$ cat src/tlb_pkg.sv
// Shared constants and packed records for the data TLB.
// Every pipeline stage and the client port use these types.
`default_nettype none

package tlb_pkg;

  localparam int way_count = 8;
  localparam int way_bits  = 3;  // Width of a way number and of an LRU rank.

  typedef logic [35:0] vpn_t;
  typedef logic [11:0] asid_t;

  // Page table entry as seen by the TLB.
  typedef struct packed {
    logic [27:0] ppn;
    logic        glob;      // Global page, matches under any asid.
    logic        writable;
    logic        user;
    logic        exec;
  } pte_t;

  typedef enum logic [1:0] {
    op_lookup = 2'd0,
    op_fill   = 2'd1,
    op_inval  = 2'd2
  } tlb_op_e;

  typedef struct packed {
    tlb_op_e op;
    vpn_t    vpn;
    asid_t   asid;
    pte_t    pte;  // Only a fill looks at this.
  } tlb_req_t;

  typedef struct packed {
    logic                hit;
    logic [way_bits-1:0] way;
    pte_t                pte;
  } tlb_rsp_t;

  typedef struct packed {
    logic  valid;
    vpn_t  vpn;
    asid_t asid;
    pte_t  pte;
  } tlb_entry_t;

  // One rank per way. Rank 7 marks the oldest way of the set.
  typedef logic [way_count-1:0][way_bits-1:0] lru_set_t;

  typedef struct packed {
    tlb_req_t            req;
    logic                hit;
    logic [way_bits-1:0] hit_way;
    pte_t                pte;
    lru_set_t            ranks;
    logic [way_bits-1:0] victim;
  } tlb_lookup_t;

  typedef struct packed {
    logic [way_count-1:0] way_we;  // One-hot way select.
    tlb_entry_t           entry;
    logic                 lru_we;
    lru_set_t             ranks;
  } tlb_write_t;

endpackage

`default_nettype wire

$ cat src/tlb_update_stage.sv
// Update stage: applies fill, lookup and invalidate to entries and ranks,
// forms the response, and sweeps every set after reset.
`default_nettype none

module tlb_update_stage #(
  parameter int sets = 16
) (
  input  logic                    clk,
  input  logic                    rst,
  input  logic                    in_valid,
  input  tlb_pkg::tlb_lookup_t    in,
  output logic [$clog2(sets)-1:0] wr_idx,
  output tlb_pkg::tlb_write_t     wr,
  output logic                    init_busy,
  output logic                    out_valid,
  output tlb_pkg::tlb_rsp_t       out_rsp
);

  localparam int idx_bits = $clog2(sets);

  logic [idx_bits-1:0]          init_idx;
  logic                         is_lookup;
  logic                         is_fill;
  logic                         is_inval;
  logic [tlb_pkg::way_bits-1:0] tgt_way;
  logic [tlb_pkg::way_bits-1:0] tgt_rank;
  tlb_pkg::lru_set_t            new_ranks;
  tlb_pkg::lru_set_t            init_ranks;
  tlb_pkg::tlb_rsp_t            rsp;

  assign is_lookup = (in.req.op == tlb_pkg::op_lookup);
  assign is_fill   = (in.req.op == tlb_pkg::op_fill);
  assign is_inval  = (in.req.op == tlb_pkg::op_inval);

  // A fill that misses replaces the oldest way. Everything else acts on the hit way.
  assign tgt_way  = (is_fill && !in.hit) ? in.victim : in.hit_way;
  assign tgt_rank = in.ranks[tgt_way];

  // The target becomes rank 0 and every younger way ages by one.
  always_comb begin
    for (int k = 0; k < tlb_pkg::way_count; k++) begin
      if (k == tgt_way) begin
        new_ranks[k] = '0;
      end else if (in.ranks[k] < tgt_rank) begin
        new_ranks[k] = in.ranks[k] + 1'b1;
      end else begin
        new_ranks[k] = in.ranks[k];
      end
      init_ranks[k] = k[tlb_pkg::way_bits-1:0];  // Way k starts at rank k.
    end
  end

  always_comb begin
    wr     = '0;
    wr_idx = in.req.vpn[idx_bits-1:0];
    if (init_busy) begin
      // Clear every way of the swept set and load the starting ranks.
      wr.way_we = '1;
      wr.lru_we = 1'b1;
      wr.ranks  = init_ranks;
      wr_idx    = init_idx;
    end else begin
      wr.entry.valid = is_fill;  // An invalidate writes the entry back as invalid.
      wr.entry.vpn   = in.req.vpn;
      wr.entry.asid  = in.req.asid;
      wr.entry.pte   = is_fill ? in.req.pte : in.pte;
      wr.ranks       = new_ranks;
      if (in_valid && (is_fill || (is_inval && in.hit))) begin
        wr.way_we[tgt_way] = 1'b1;
      end
      wr.lru_we = in_valid && (is_fill || (is_lookup && in.hit));
    end
  end

  // A miss on lookup or invalidate arrives with zero way and pte already.
  always_comb begin
    rsp.hit = in.hit;
    rsp.way = tgt_way;
    rsp.pte = is_fill ? in.req.pte : in.pte;
  end

  always_ff @(posedge clk) begin
    if (rst) begin
      init_busy <= 1'b1;
      init_idx  <= '0;
      out_valid <= 1'b0;
    end else begin
      out_valid <= in_valid;
      if (init_busy) begin
        init_idx <= init_idx + 1'b1;
        if (init_idx == idx_bits'(sets - 1)) begin
          init_busy <= 1'b0;
        end
      end
    end
  end

  always_ff @(posedge clk) begin
    if (in_valid) begin
      out_rsp <= rsp;
    end
  end

endmodule

`default_nettype wire

$ cat config.mk
export PLATFORM = sky130hd
export DESIGN_NAME = tlb_update_stage
export DESIGN_NICKNAME = d
export VERILOG_FILES = /design/src/tlb_pkg.sv /design/src/tlb_update_stage.sv
export SDC_FILE = /design/constraint.sdc
export NUM_CORES = 1
export LEC_CHECK = 0
export BUFFER_PORTS_ARGS = -buffer_cell sky130_fd_sc_hd__buf_2
export CAP_MARGIN = 20
export CORE_AREA = 2 2 116 146
export DETAILED_ROUTE_END_ITERATION = 10
export DIE_AREA = 0 0 118 148
export GPL_TIMING_DRIVEN = 0
export HOLD_SLACK_MARGIN = 0.05
export PLACE_DENSITY_LB_ADDON = 0.3
export SLEW_MARGIN = 0
export SYNTH_ARGS = -nofsm -noshare
export SYNTH_HDL_FRONTEND = slang
export SYNTH_SLANG_ARGS = --single-unit
$ cat constraint.sdc
create_clock -name clk -period 4.5 [get_ports clk]
set_clock_uncertainty 0.15 [all_clocks]
set_input_delay 0.675 -clock clk [delete_from_list [all_inputs] [get_ports clk]]
set_output_delay 0.675 -clock clk [all_outputs]
set_load 0.1 [all_outputs]
==> impl_summary.txt <==
----------------------------------------------------
[Clock tree]
  H-tree levels ... 2
  Clk_lat worst skew ... 0.29 ns
  CTS tree ... done
  Number of buffers created by CTS ... 5
  Clock Sink Count ... 42
  Clock tree root driver cell ... clkbuf_16
  Clock-pin slew of the registers on the worst-case setup and hold paths ... 0.06 ns
  Clock buffer depth ... 2

[Placement]
  Port buffer count ... 302
  Final GP Congestion ... 0.834
  Post-Place Setup Slack ... -0.736 ns
  DP Wirelength ... 13700 um

[Drt]
  Post-route DRC violation count ... 0
  Detailed Route Iter0 Violations ... 274
  Count of nets left with antenna violations after detail routing ... 0
  Via density per instance ... 4.72
  Final routed wirelength across all metal layers ... 16900 um
  Average wire per standard cell ... 17.4 um
  Vias after detailed routing ... 4581
  Drt first pass iters ... 5

[Floorplan]
  Horizontal extent of the die ... 118 um
  Count of standard-cell rows ... 52
  Number of I/O pins ... 304
  Die outline area ... 0.0175 sq mm
  Starting utilization of the core area ... 24.7%
  Core area ... 0.0161 sq mm
  Die Y-Extent ... 148 um

[Final layout]
  Share of final-layout standard cells stronger than drive strength 1 ... 55.7%
  Final net count ... 918
  Fillers ... 1628
  Utilization of the core after routing ... 40.9%
  Layout Area Growth over Synthesis ... 65.9%
  Antenna Diode Count ... 0

[Timing]
  Endpoints failing setup ... 0
  Setup WS post-layout ... 0.0267 ns
  Worst slew pin tran ... 0.965 ns
  Slew Limit Headroom ... 35.7%
  Number of pins with negative max-slew slack in the final report ... 0
  Aggregate negative setup slack ... 0 ns
  Number of hold violations in the final report ... 0
  Fraction of the cycle the final worst path needs ... 99.4%
  Maximum clock frequency ... 0.224 GHz
  Clock period minus final worst setup slack ... 4.47 ns
  Unrepaired setup endpoints after global routing ... yes
  Worst hold margin ... 0.398 ns

[Global route]
  Number of antenna violations at the first check in global routing ... 1
  Grt total ovfl ... 0
  Total global-route track usage ... 18.2%
  Wire length of the first global-routing pass ... 24700 um
  Pin count of the biggest net entering global routing ... 40
  Number of global-route vias before repair ... 4371

[Power]
  Int Power ... 0.912 mW
  Sequential share of power ... 30.0%
  Logic gate share of total power ... 46.9%
  Part of the power in the clock network ... 23.1%
  Net switching power ... 0.660 mW
  Switching part of the total ... 42.0%
  Power per unit of standard cell area ... 239 mW/mm^2
  Peak supply drop ... 0.116 mV
  Leak pwr ... 2.96 nW
  Design Power ... 1.57 mW

[Critical path]
  Number of buffers and inverters on the critical path ... 3
  Arrival @ worst endpoint ... 3.65 ns
  Cell-by-cell listing of the critical path ... buf_2 -> or3b_4 -> mux2_4 -> o22ai_4 -> a311oi_4 -> a21oi_4 -> buf_6 -> ha_4 -> a311o_1 -> or3_4 -> a221oi_4 -> buf_12
  Reg-to-reg endpoint ... init_idx[0]$_SDFFE_PP0P_
  Setup slack, reg-to-reg ... 2.34 ns
  Beginning of the worst register-to-register path ... init_busy$_SDFF_PP1_
  Type of the worst setup path ... in2out
  Required time at the endpoint of the critical path ... 3.67 ns
  Biggest cell delay along the critical path ... 0.49 ns
  Endpoint type of the worst setup path ... output port
  Type of element launching the critical path ... primary input
  Critical-path cell with the highest stage delay ... or3b_4
  Critical-path maximum fanout ... 8
  Cells on worst reg2reg path ... 4
  Delay-heaviest family, CP ... compound AO/OA/AOI/OAI gates

[Yosys]
  Proportion of synthesized flip-flops having asynchronous set or reset ... 0%
  Gate count of the mapped netlist ... 431
  EDFF count, synth ... 36
  Ranking of synthesized cells by area ... edfxtp_1, mux2_2, nor2b_1
  Most frequent cells after synthesis ... nor2b_1, edfxtp_1, mux2_2, and2_1, nand2_1
  Synth cell types ... 67
  Main flop type after synthesis ... edfxtp_1
  Part of the Yosys area used for sequential elements ... 30.3%
  Biggest area consumer among synthesized cells ... edfxtp_1
  Synthesized area per cell ... 9.19 sq um
  Count of synthesis-stage warnings from yosys ... 0
  Net Count, Synth ... 596
  Area share of the leading cell type in the synthesized netlist ... 27.3%
  Cell area after synthesis ... 0.00396 sq mm
  Synthesis-stage register bit count ... 42
  Dominant cell by count in the synthesized netlist ... nor2b_1

[Min path]
  Hold Path Origin ... init_idx[3]$_SDFFE_PP0P_
  Class of the tightest hold or removal check ... reg2reg
  Number of cells traversed by the worst hold path ... 2
  Hold-critical path endpoint ... init_busy$_SDFF_PP1_

[Run status]
  Status ... finished clean

[Job]
  Number of maximum-capacitance violations ... 0

----------------------------------------------------
metrics by stage:
| stage | cells | cell area [sq um] |
|---|---|---|
| after floorplan | 431 | 4170 |
| after global placement | 949 | 5950 |
| after detailed placement | 949 | 5950 |
| after CTS | 966 | 6430 |
| after global routing | 970 | 6570 |
| final | 970 | 6570 |
how the worst max path moves through the flow:
| stage | from | to | slack (ns) | depth (start not counted) |
|---|---|---|---|---|
| 2_1_floorplan | in[62] | wr[15] | -0.25 | 10 |
| 3_3_place_gp | in[62] | wr[11] | -0.76 | 11 |
| 3_5_place_dp | in[62] | wr[11] | -0.74 | 11 |
| 4_1_cts | in[62] | wr[11] | -0.02 | 13 |
| 5_1_grt | in[144] | wr[11] | -0.07 | 12 |
| 6_report | in[144] | wr[11] | 0.03 | 12 |
registers in the layout, summed over array words and instances (netlist names):
register	cells
init_busy	1
init_idx	4
out_rsp	36
out_valid	1
per-layer routing:
layer | wire [um] | track usage, % | vias up
li1 | - | - | 2264
met1 | 6820 | 21.5 | 2086
met2 | 8660 | 33.2 | 209
met3 | 1110 | 3.55 | 22
met4 | 325 | 5.12 | 0
met5 | 0 | 0 | -
cell usage in the layout (no fill, tap or decap), types with 4 or more instances in the layout:
cell type  instances
o211ai_1          10
edfxtp_1          36
buf_12             8
mux2i_4            4
nor2_1            18
a21o_1             5
dfxtp_1            6
nand3_1            7
inv_1              9
ha_1              14
o221a_2            4
clkbuf_4           5
nand2_1           22
or3_1              4
a21oi_1           15
buf_6              6
and2_1            32
nand2b_1          13
nand4_1            4
buf_2            282
mux2_2            33
o31a_1             4
o21ai_0           14
nor2b_1           49
o221ai_1           4
clkbuf_16          5
clkbuf_1          17
a21oi_4            4
o31ai_1            4
buf_4             19
worst reg2reg max path: stages, from the launching register on:
cell	delay, ns
dfxtp_1	0.47
clkbuf_1	0.56
buf_1	0.64
xnor2_1	0.19
nor2_1	0.05
power by group through the flow:
stage / registers (mW) / logic (mW) / clock network [mW]
after floorplan: 0.703 / 0.273 / 0
after global placement: 0.480 / 0.669 / 0
after detailed placement: 0.481 / 0.671 / 0
after CTS: 0.473 / 0.710 / 0.380
after global routing: 0.475 / 0.780 / 0.395
final: 0.472 / 0.737 / 0.363
cells by family (layout without fill, tap and decap cells):
group,count (synthesis),after routing,share of synthesized area (%)
AOI/OAI and AO/OA,109,109,20.3
muxes,44,44,12.4
xor gates and xnor gates,3,3,0.663
adders and majority gates,19,19,5.87
and+or+nand+nor,176,176,26.2
buffers and inverters,38,361,4.23
DFF,42,42,30.3
final cells by class:
| class | instances | area (sq um) | share of cell area, % |
|---|---|---|---|
| Multi-Input combinational cell | 351 | 2990 | 45.4 |
| Timing Repair Buffer | 316 | 1800 | 27.4 |
| Sequential cell | 42 | 1200 | 18.3 |
| Tap cell | 216 | 270 | 4.11 |
| Clock buffer | 5 | 125 | 1.90 |
| Buffer | 26 | 124 | 1.88 |
| Inverter | 11 | 42.5 | 0.647 |
| Clock inverter | 3 | 23.8 | 0.362 |
repair_timing:
action / 4_1_cts / 5_1_grt
buffers inserted: 9 / 5
gates resized for setup: 56 / 28
pin swaps: 4 / 5
setup endpoints to repair: 24 / 24
hold buffers: 0 / 0
Note: power is estimated with default switching activity, not from simulation.
