**src/tlb_pkg.sv**
```systemverilog
// Shared constants and packed records for the data TLB.
// Every pipeline stage and the client port use these types.
`default_nettype none

package tlb_pkg;

  localparam int way_count = 8;
  localparam int way_bits  = 3;  // Width of a way number and of an LRU rank.

  typedef logic [35:0] vpn_t;
  typedef logic [11:0] asid_t;

  // Page table entry as seen by the TLB.
  typedef struct packed {
    logic [27:0] ppn;
    logic        glob;      // Global page, matches under any asid.
    logic        writable;
    logic        user;
    logic        exec;
  } pte_t;

  typedef enum logic [1:0] {
    op_lookup = 2'd0,
    op_fill   = 2'd1,
    op_inval  = 2'd2
  } tlb_op_e;

  typedef struct packed {
    tlb_op_e op;
    vpn_t    vpn;
    asid_t   asid;
    pte_t    pte;  // Only a fill looks at this.
  } tlb_req_t;

  typedef struct packed {
    logic                hit;
    logic [way_bits-1:0] way;
    pte_t                pte;
  } tlb_rsp_t;

  typedef struct packed {
    logic  valid;
    vpn_t  vpn;
    asid_t asid;
    pte_t  pte;
  } tlb_entry_t;

  // One rank per way. Rank 7 marks the oldest way of the set.
  typedef logic [way_count-1:0][way_bits-1:0] lru_set_t;

  typedef struct packed {
    tlb_req_t            req;
    logic                hit;
    logic [way_bits-1:0] hit_way;
    pte_t                pte;
    lru_set_t            ranks;
    logic [way_bits-1:0] victim;
  } tlb_lookup_t;

  typedef struct packed {
    logic [way_count-1:0] way_we;  // One-hot way select.
    tlb_entry_t           entry;
    logic                 lru_we;
    lru_set_t             ranks;
  } tlb_write_t;

endpackage

`default_nettype wire

```
**src/tlb_req_port.sv**
```systemverilog
// Four-phase req/ack front end of the TLB.
// Issues one request per handshake and holds the response while ack is high.
`default_nettype none

module tlb_req_port (
  input  logic              clk,
  input  logic              rst,
  input  logic              req,
  input  tlb_pkg::tlb_req_t req_data,
  output logic              ack,
  output tlb_pkg::tlb_rsp_t rsp_data,
  input  logic              init_busy,
  output logic              issue_valid,
  output tlb_pkg::tlb_req_t issue,
  input  logic              done_valid,
  input  tlb_pkg::tlb_rsp_t done_rsp
);

  typedef enum logic [1:0] {
    st_idle,
    st_wait,
    st_ack
  } state_e;

  state_e state;
  logic   take;

  // A new request is only accepted once the init sweep is over.
  assign take = (state == st_idle) && req && !init_busy;

  always_ff @(posedge clk) begin
    if (rst) begin
      state       <= st_idle;
      ack         <= 1'b0;
      issue_valid <= 1'b0;
    end else begin
      issue_valid <= take;  // One-cycle pulse.
      case (state)
        st_idle: begin
          if (take) begin
            state <= st_wait;
          end
        end
        st_wait: begin
          if (done_valid) begin
            state <= st_ack;
            ack   <= 1'b1;
          end
        end
        st_ack: begin
          // The client has seen ack once req falls.
          if (!req) begin
            state <= st_idle;
            ack   <= 1'b0;
          end
        end
        default: state <= st_idle;
      endcase
    end
  end

  // Request and response payloads.
  always_ff @(posedge clk) begin
    if (take) begin
      issue <= req_data;
    end
    if (state == st_wait && done_valid) begin
      rsp_data <= done_rsp;  // Held for the whole ack phase.
    end
  end

endmodule

`default_nettype wire

```
**config.mk**
```make
export PLATFORM = sky130hd
export DESIGN_NAME = tlb_req_port
export DESIGN_NICKNAME = d
export VERILOG_FILES = /design/src/tlb_pkg.sv /design/src/tlb_req_port.sv
export SDC_FILE = /design/constraint.sdc
export NUM_CORES = 1
export LEC_CHECK = 0
export BUFFER_PORTS_ARGS = -buffer_cell sky130_fd_sc_hd__buf_4
export CAP_MARGIN = 20
export CELL_PAD_IN_SITES_DETAIL_PLACEMENT = 1
export CELL_PAD_IN_SITES_GLOBAL_PLACEMENT = 2
export CORE_UTILIZATION = 27
export CTS_CLUSTER_SIZE = 8
export DETAILED_ROUTE_END_ITERATION = 12
export PLACE_DENSITY_LB_ADDON = 0.1
export SLEW_MARGIN = 30
export SYNTH_ARGS = -nofsm -noshare
export SYNTH_HDL_FRONTEND = slang
export SYNTH_SLANG_ARGS = --single-unit
```
**constraint.sdc**
```tcl
create_clock -name clk -period 7 [get_ports clk]
set_input_delay 1.4 -clock clk [delete_from_list [all_inputs] [get_ports clk]]
set_output_delay 1.4 -clock clk [all_outputs]
set_load 0.03 [all_outputs]
```
==> results of run 1 <==
-- flip-flops by register name (all words and copies together), names as in the netlist --
register	count
issue_valid	1
ack	1
issue	82
state	2
rsp_data	36
-- path summary, 6_finish.rpt --
kind	start	end	depth (start not counted)
worst max-delay path	init_busy	issue[55]	3
worst min-delay path	ack	ack	2
worst max register to register	state[0]	issue[55]	2
worst min register to register	ack	ack	2
-- Yosys cell counts (all sizes together) --
| master | instances | area share (%) |
|---|---|---|
| nor2 | 1 | 0.10 |
| a2111oi | 1 | 0.27 |
| nor4b | 1 | 0.40 |
| o21ba | 1 | 0.27 |
| a211oi | 1 | 0.33 |
| or3b | 1 | 0.23 |
| nor3b | 1 | 0.20 |
| nor2b | 1 | 0.17 |
| edfxtp | 118 | 95 |
| and3b | 2 | 0.54 |
| or2b | 1 | 0.20 |
| inv | 1 | 0.10 |
| dfxtp | 4 | 2.1 |
| nand2b | 1 | 0.17 |
-- worst min-delay path, cell delays in order (launching register included) --
cell and delay, ps:
dfxtp_1 320, inv_1 50, a2111oi_1 60
-- per-layer routing --
| metal | share of wire, % | vias to the layer above | GRT usage, % |
|---|---|---|---|
| li1 | - | 1074 | - |
| met1 | 35 | 1117 | 13.4 |
| met2 | 54 | 139 | 24.0 |
| met3 | 11 | 10 | 6.84 |
| met4 | 1.4 | 0 | 6.80 |
| met5 | 0 | - | 0 |
-- power by group --
| group | internal [mW] | switching (mW) | total [mW] |
|---|---|---|---|
| clock | 0.479 | 0.283 | 0.762 |
| sequential | 0.837 | 0.00836 | 0.845 |
| combinational | 0.0754 | 0.0865 | 0.162 |
-- cells by family (layout without fill, tap and decap cells) --
kind of cell,after synthesis,in the layout
flip-flops,122,122
AND/OR/NAND/NOR,9,9
AO/OA/AOI/OAI,3,3
buffers and inverters,1,276
-- final cells by class --
| cell class | instances | area [um2] | share of cell area, % |
|---|---|---|---|
| flip-flops and latches | 122 | 3620 | 57.4 |
| repair buffers | 243 | 1830 | 29.0 |
| clock buffers | 21 | 440 | 6.98 |
| well taps | 176 | 220 | 3.49 |
| multi-input cells | 12 | 116 | 1.84 |
| clock inverters | 11 | 80.1 | 1.27 |
| inverters | 1 | 3.75 | 0.0595 |
-- metrics by stage --
stage                     setup WS, ps  hold WS, ps  instance area (um2)  cells
after global routing              4520          527                 6310    586
after global placement            4000          464                 5790    554
final                             4610          489                 6310    586
after CTS                         4590          493                 6310    586
after detailed placement          4190          475                 5790    554
after floorplan                    509          472                 3730    135
==> results by group, run 1 <==
Outcome
  – Status: complete, no violations

Clocking
  – H-Tree Level Count: 4
  – CTS tree: done
  – Root Buffer: clkbuf_16
  – Clk_lat worst skew: 400 ps
  – Setup Fix Bufs, Post-CTS: 0
  – Clock transition at path regs: 50 ps
  – Gates resized, CTS repair: 0
  – Hold bufs inserted after CTS: 0
  – Total clock sinks: 122
  – CTS buffer count: 17
  – Clk buf depth: 2

GRT
  – Largest net degree at the start of global routing: 84
  – Total GRT Usage: 13.8%
  – Vias in the first global route: 2470
  – First-pass GRT wire length: 14.0 mm
  – Initial antenna violation count: 0
  – Remaining global-route overflow: 0

Run
  – Max-cap violations: 0

Yosys
  – Post-Synthesis Cell Area: 3730 um2
  – Synth Net Count: 258
  – Avg Cell Area, Syn: 27.7 um2
  – Main combinational cell family by area after synthesis: simple AND/OR/NAND/NOR gates
  – Post-synthesis simple-gate area fraction: 2.01%
  – Mapped Cells: 135
  – Post-synthesis sequential area ratio: 97.0%
  – Post-synth cell types: 14
  – Synth Area in XOR/XNOR: 0%
  – Mux cell area share after synthesis: 0%
  – Synth Area in Compound Gates: 0.871%
  – Synthesis Warnings: 0
  – Flip-flop and latch count after synthesis: 122
  – Synth Area in Adders: 0%

Setup path
  – Critical Path RT: 7020 ps
  – WS Path Type: in2reg
  – Critical-path maximum fanout: 83
  – Largest stage delay, worst path: 570 ps
  – Reg2reg setup slack: 5260 ps
  – Crit-path cells: buf_4 -> nor4b_4 -> buf_6
  – Startpoint Class: primary input
  – Buffers and inverters on the worst path: 2
  – CP max-delay cell: buf_6
  – Endpoint class of the critical path: flip-flop
  – Family with the most delay on the worst path: buffers and inverters
  – Arr. time, crit path: 2420 ps

Worst hold path
  – Hold crit path type: reg2reg

STA
  – Min Tclk post-route: 2390 ps
  – Period utilization: 34.2%
  – Setup TNS: 0 ps
  – Fin. Hold Viols: 0
  – Final setup vio count: 0
  – Worst relative slew slack: 44.9%
  – Fmax: 418 MHz
  – Pins Over Slew Limit: 0
  – Unrepaired setup endpoints after global routing: false
  – Worst-Margin Slew: 827 ps
  – Setup Skew: 5.93 ps

Floorplanning
  – Floorplan row count: 42
  – Num ports: 243
  – Die height: 120 um
  – Die width: 120 um
  – Core ar.: 13300 um2
  – Die Footprint: 14300 um2
  – Initial core utilization: 28.0%

Cells and area
  – Commonest cells after routing, fill and taps aside: buf_4 (242), edfxtp_1 (118), clkbuf_16 (17)
  – Share of post-route cells with drive strength above 1: 66.3%
  – Antenna Cells: 0
  – # nets final: 520
  – Area growth from synthesis to final layout: 69.0%
  – Most common cell after layout, fill and taps aside: buf_4
  – Fill count: 1322
  – Final Core Density: 47.3%

Detailed routing
  – Starting DRC count in detailed routing: 170
  – Drt via density: 3.99
  – DR pass1 iterations: 4
  – Final WL: 9.74 mm
  – DRC Markers: 0
  – Detail Route Antenna Nets: 0
  – Via Count: 2340
  – WL/cell: 16.6 um

Power and ir drop
  – Peak VDD IR: 0.122 mV
  – Cell Pwr Density: 280 nW/um2
  – Overall Power: 1.77 mW
  – Static leakage: 2.58 nW

Place
  – RD Place Congestion: 0.675
  – Dpl hpwl: 7.34 mm
  – Input/output buffers: 242
Power figures use the tool's default switching activity.
==> run 2, diff against run 1 <==
==> constraint.sdc (replaced) <==
create_clock -name clk -period 2.3 [get_ports clk]
set_input_delay 0.46 -clock clk [delete_from_list [all_inputs] [get_ports clk]]
set_output_delay 0.46 -clock clk [all_outputs]
set_load 0.03 [all_outputs]
==> results by group, run 2 (synthesis results as in run 1) <==
GRT
  – Largest net degree at the start of global routing: 84 (unchanged)
  – Initial antenna violation count: 0 (unchanged)
  – Total GRT Usage: 13.9% (+0.088 points)
  – Remaining global-route overflow: 0 (unchanged)
  – Vias in the first global route: 2498 (+1.1%)
  – First-pass GRT wire length: 14.1 mm (+0.84%)

STA
  – Final setup vio count: 0 (unchanged)
  – Unrepaired setup endpoints after global routing: false
  – Period utilization: 67.6%
  – Worst relative slew slack: 69.7% (+25 points)
  – Setup TNS: 0 ps (unchanged)
  – Setup Skew: 4.73 ps (-1.20 ps)
  – Final setup margin: 746 ps (-3860 ps)
  – Worst hold slack: 231 ps (-258 ps)
  – Fin. Hold Viols: 0 (unchanged)
  – Pins Over Slew Limit: 0 (unchanged)
  – Min Tclk post-route: 1550 ps
  – Fmax: 643 MHz
  – Worst-Margin Slew: 454 ps (-373 ps)

Detailed routing
  – Starting DRC count in detailed routing: 124 (-27%)
  – Via Count: 2344 (+0.17%)
  – Detail Route Antenna Nets: 0 (unchanged)
  – DR pass1 iterations: 4 (unchanged)
  – Final WL: 9.71 mm (-0.38%)
  – Drt via density: 3.99 (about the same)
  – WL/cell: 16.5 um (-0.55%)
  – DRC Markers: 0 (unchanged)

Worst hold path
  – Hold Crit Depth: 1 (-1)
  – Hold crit path type: in2reg

Cells and area
  – Most common cell after layout, fill and taps aside: buf_4
  – Max reg flops: 82 (unchanged)
  – Sequential cell area: 3620 um2 (unchanged)
  – Commonest cells after routing, fill and taps aside: buf_4 (242), edfxtp_1 (118), clkbuf_16 (17)
  – Area growth from synthesis to final layout: 70.4%
  – Fill count: 1305 (-1.3%)
  – Share of post-route cells with drive strength above 1: 65.9% (-0.40 points)
  – Post-layout instance area: 6360 um2 (+0.81%)
  – Multi-input gate area: 116 um2 (unchanged)
  – Largest Register: issue
  – Final Core Density: 47.7% (+0.38 points)
  – Final std cells w/o fill: 587 (+0.17%)
  – Antenna Cells: 0 (unchanged)
  – Largest registers: issue (82), rsp_data (36), state (2)
  – # nets final: 521 (+0.19%)

Setup path
  – Crit-path cells: nor4b_4 -> buf_12
  – WS Path Type: reg2reg
  – Arr. time, crit path: 1600 ps (-820 ps)
  – CP max-delay cell: buf_12
  – Critical Path RT: 2340 ps (-4680 ps)
  – Endpoint class of the critical path: flip-flop
  – Critical-path maximum fanout: 83 (unchanged)
  – Startpoint Class: flip-flop
  – Reg2reg path depth: 2 (unchanged)
  – Largest stage delay, worst path: 390 ps (-180 ps)

Floorplanning
  – Initial core utilization: 28.0% (unchanged)
  – Die width: 120 um (unchanged)
  – Floorplan row count: 42 (unchanged)
  – Die height: 120 um (unchanged)
  – Core ar.: 13300 um2 (unchanged)
  – Die Footprint: 14300 um2 (unchanged)
  – Num ports: 243 (unchanged)

Clocking
  – Gates resized, CTS repair: 0 (unchanged)
  – Clk buf depth: 2 (unchanged)
  – CTS tree: done
  – Setup Fix Bufs, Post-CTS: 0 (unchanged)
  – Root Buffer: clkbuf_16
  – Clock transition at path regs: 50 ps (about the same)
  – Hold bufs inserted after CTS: 0 (unchanged)
  – H-Tree Level Count: 4 (unchanged)
  – CTS buffer count: 17 (unchanged)
  – Total clock sinks: 122 (unchanged)
  – Clk_lat worst skew: 400 ps (about the same)

Place
  – DP Worst Slack: 634 ps (-3550 ps)
  – Dpl hpwl: 7.35 mm (+0.24%)
  – RD Place Congestion: 0.706 (+4.6%)
  – DP Area: 5820 um2 (+0.50%)
  – Input/output buffers: 242 (unchanged)
  – Dpl cells: 555 (+0.18%)

Power and ir drop
  – Cell Pwr Density: 865 nW/um2 (+210%)
  – Peak VDD IR: 0.506 mV (+310%)
  – Overall Power: 5.50 mW (+210%)
  – Static leakage: 2.60 nW (+0.65%)

Run
  – Max-cap violations: 0 (unchanged)

Outcome
  – Status: complete, no violations
==> run 2: changes by cell type in the layout (fill, tap and decap cells not counted), sizes merged <==
cell / change
bufinv: +1
buf: +1
clkbuf: -1
==> run 2: final timing paths <==
check                             startpoint           end  slack (ps)
worst min-delay path            done_rsp[27]  rsp_data[27]         230
worst min register to register           ack           ack         480
worst max-delay path                state[0]     issue[27]         750
worst max register to register      state[0]     issue[27]         750
==> run 2: cell type report <==
type,instances,area share [%]
Clock buffer,20,6.86
Clock inverter,12,1.67
Timing Repair Buffer,244,29.2
Inverter,1,0.0590
Tap cell,176,3.46
Multi-Input combinational cell,12,1.83
Sequential cell,122,56.9
==> run 2: layer usage <==
metal  routed length (um)  share of wire (%)  global-route usage, %
met1                 3320                 34                   13.6
met4                   70               0.72                   4.69
met3                 1170                 12                   8.41
met2                 5140                 53                   23.9
met5                    0                  0                      0
==> run 2: worst max-delay path: cells and delay by family, from the launching register on <==
kind | cells | cell delay (ps)
buf+inv | 1 | 390
flops | 1 | 370
simple gates | 1 | 360
==> run 2: power by group <==
| part | switching [mW] | internal [mW] | total, mW |
|---|---|---|---|
| Combinational | 0.264 | 0.234 | 0.498 |
| Sequential | 0.0246 | 2.55 | 2.57 |
| Clock | 0.875 | 1.56 | 2.44 |
| Total | 1.16 | 4.34 | 5.50 |
==> run 3, diff against run 2 <==
==> constraint.sdc (replaced) <==
create_clock -name clk -period 1.55 [get_ports clk]
set_input_delay 0.31 -clock clk [delete_from_list [all_inputs] [get_ports clk]]
set_output_delay 0.31 -clock clk [all_outputs]
set_load 0.03 [all_outputs]
==> results by group, run 3 (synthesis results as in run 1) <==
STA
  – Fin. Hold Viols: 0 (unchanged)
  – Fmax: 740 MHz (+15%)
  – Unrepaired setup endpoints after global routing: false
  – Period utilization: 87.2% (+20 points)
  – Worst hold slack: 75.7 ps (-155 ps)
  – Final setup vio count: 0 (unchanged)
  – Min Tclk post-route: 1350 ps (-203 ps)
  – Setup Skew: 4.64 ps (-0.0877 ps)
  – Worst relative slew slack: 79.7% (+10 points)
  – Worst-Margin Slew: 304 ps (-150 ps)
  – Pins Over Slew Limit: 0 (unchanged)

Detailed routing
  – Final WL: 9.69 mm (-0.16%)
  – DRC Markers: 0 (unchanged)
  – Drt via density: 3.97 (-0.50%)
  – DR pass1 iterations: 4 (unchanged)
  – WL/cell: 16.3 um (-1.3%)
  – Detail Route Antenna Nets: 0 (unchanged)
  – Via Count: 2360 (+0.68%)
  – Starting DRC count in detailed routing: 135 (+8.9%)

Setup path
  – Critical-path maximum fanout: 17 (-80%)
  – Largest stage delay, worst path: 380 ps (about the same)
  – CP max-delay cell: dfxtp_1
  – Crit-path cells: nor4b_4 -> buf_12 -> buf_12
  – Startpoint Class: flip-flop
  – WS Path Type: reg2reg
  – Critical Path RT: 1670 ps (-670 ps)
  – Arr. time, crit path: 1470 ps (-130 ps)
  – Endpoint class of the critical path: flip-flop
  – Most used cell, CP: buf_12
  – Reg2reg path depth: 3 (+1)

Clocking
  – CTS tree: done
  – CTS buffer count: 17 (unchanged)
  – Clk buf depth: 2 (unchanged)
  – Clk_lat worst skew: 410 ps (about the same)
  – Root Buffer: clkbuf_16
  – Gates resized, CTS repair: 0 (unchanged)
  – Setup Fix Bufs, Post-CTS: 0 (unchanged)
  – Clock transition at path regs: 50 ps (about the same)
  – Hold bufs inserted after CTS: 0 (unchanged)
  – H-Tree Level Count: 4 (unchanged)
  – Total clock sinks: 122 (unchanged)

Cells and area
  – Largest Register: issue
  – Fill count: 1302 (-0.23%)
  – Final Core Density: 49.3% (+1.6 points)
  – Antenna Cells: 0 (unchanged)
  – Commonest cells after routing, fill and taps aside: buf_4 (244), edfxtp_1 (118), clkbuf_16 (17)
  – Share of post-route cells with drive strength above 1: 68.9% (+3.0 points)
  – Most common cell after layout, fill and taps aside: buf_4
  – Area growth from synthesis to final layout: 76.1%
  – # nets final: 528 (+1.3%)
  – Max reg flops: 82 (unchanged)
  – Largest registers: issue (82), rsp_data (36), state (2)

GRT
  – Largest net degree at the start of global routing: 38 (-55%)
  – Total GRT Usage: 14.0% (+0.16 points)
  – Remaining global-route overflow: 0 (unchanged)
  – Vias in the first global route: 2474 (-0.96%)
  – Initial antenna violation count: 0 (unchanged)
  – First-pass GRT wire length: 14.1 mm (-0.24%)

Floorplanning
  – Die height: 120 um (unchanged)
  – Floorplan row count: 42 (unchanged)
  – Die width: 120 um (unchanged)
  – Die Footprint: 14300 um2 (unchanged)
  – Initial core utilization: 28.0% (unchanged)
  – Core ar.: 13300 um2 (unchanged)
  – Num ports: 243 (unchanged)

Power and ir drop
  – Clk pwr share: 47.9% (+3.6 points)
  – Reg power frac: 43.2% (-3.5 points)
  – Cell Pwr Density: 1340 nW/um2 (+55%)
  – Static leakage: 2.71 nW (+4.2%)
  – Pint: 7.03 mW (+62%)
  – Net Sw Frac: 20.3% (-0.85 points)
  – Peak VDD IR: 0.688 mV (+36%)
  – Gate power share: 8.9% (-0.2 points)
  – Sw power: 1.79 mW (+54%)

Place
  – RD Place Congestion: 0.768 (+8.8%)
  – Dpl hpwl: 7.55 mm (+2.6%)
  – Input/output buffers: 242 (unchanged)

Outcome
  – Status: complete, no violations

Run
  – Max-cap violations: 0 (unchanged)

Worst hold path
  – Hold crit path type: in2reg
  – Hold Crit Depth: 1 (unchanged)
run 3: cell count changes in the layout (fill, tap and decap cells not counted):
cell	previous run	this run
clkinv_1	7	0
clkbuf_1	3	1
bufinv_16	2	5
dfxtp_1	4	3
dfxtp_2	0	1
clkinv_2	1	5
clkinv_4	0	1
buf_12	2	7
clkbuf_8	0	1
buf_4	242	244
run 3: final timing paths:
| check | start | slack (ps) | endpoint |
|---|---|---|---|
| setup / recovery | state[0] | 200 | issue[28] |
| hold / removal | req_data[52] | 80 | issue[52] |
| setup reg to reg | state[0] | 200 | issue[28] |
| hold reg to reg | state[1] | 490 | state[0] |
run 3: power by group through the flow:
stage / clock, mW / sequential, mW / combinational (mW)
after floorplan: 0 / 4.13 / 0.0584
after global placement: 0 / 3.88 / 0.786
after detailed placement: 0 / 3.88 / 0.795
after CTS: 4.34 / 3.81 / 0.795
after global routing: 4.48 / 3.82 / 0.823
final: 4.23 / 3.81 / 0.782
run 3: worst max-delay path: cells and delay by family, from the launching register on:
kind                   cells  cell delay [ps]
buffers and inverters      2              380
and+or+nand+nor            1              290
DFF                        1              380
run 3: cell type report:
type,count,area (um2),area share [%]
clock buffers,19,443,6.73
well taps,176,220,3.35
flip-flops and latches,122,3620,55.1
repair buffers,251,1970,30.0
multi-input cells,12,116,1.77
clock inverters,13,199,3.02
inverters,1,3.75,0.0571
run 3: metrics by stage:
stage          TNS (ps)  cell area (um2)  std cells  setup WS [ps]  power (mW)
3_3_place_gp          0             5940        562            103        4.66
4_1_cts               0             6580        594            188        8.95
6_report              0             6580        594            198        8.82
5_1_grt               0             6580        594            146        9.12
3_5_place_dp          0             5940        562           91.7        4.67
2_1_floorplan   -160160             3740        135          -1930        4.18
run 3: layer usage:
layer	vias up	share of wire [%]	global-route usage [%]
met3	17	11	6.94
met5	-	0	0
met2	145	53	23.8
met4	0	2.1	7.27
met1	1107	34	14.1
li1	1091	-	-
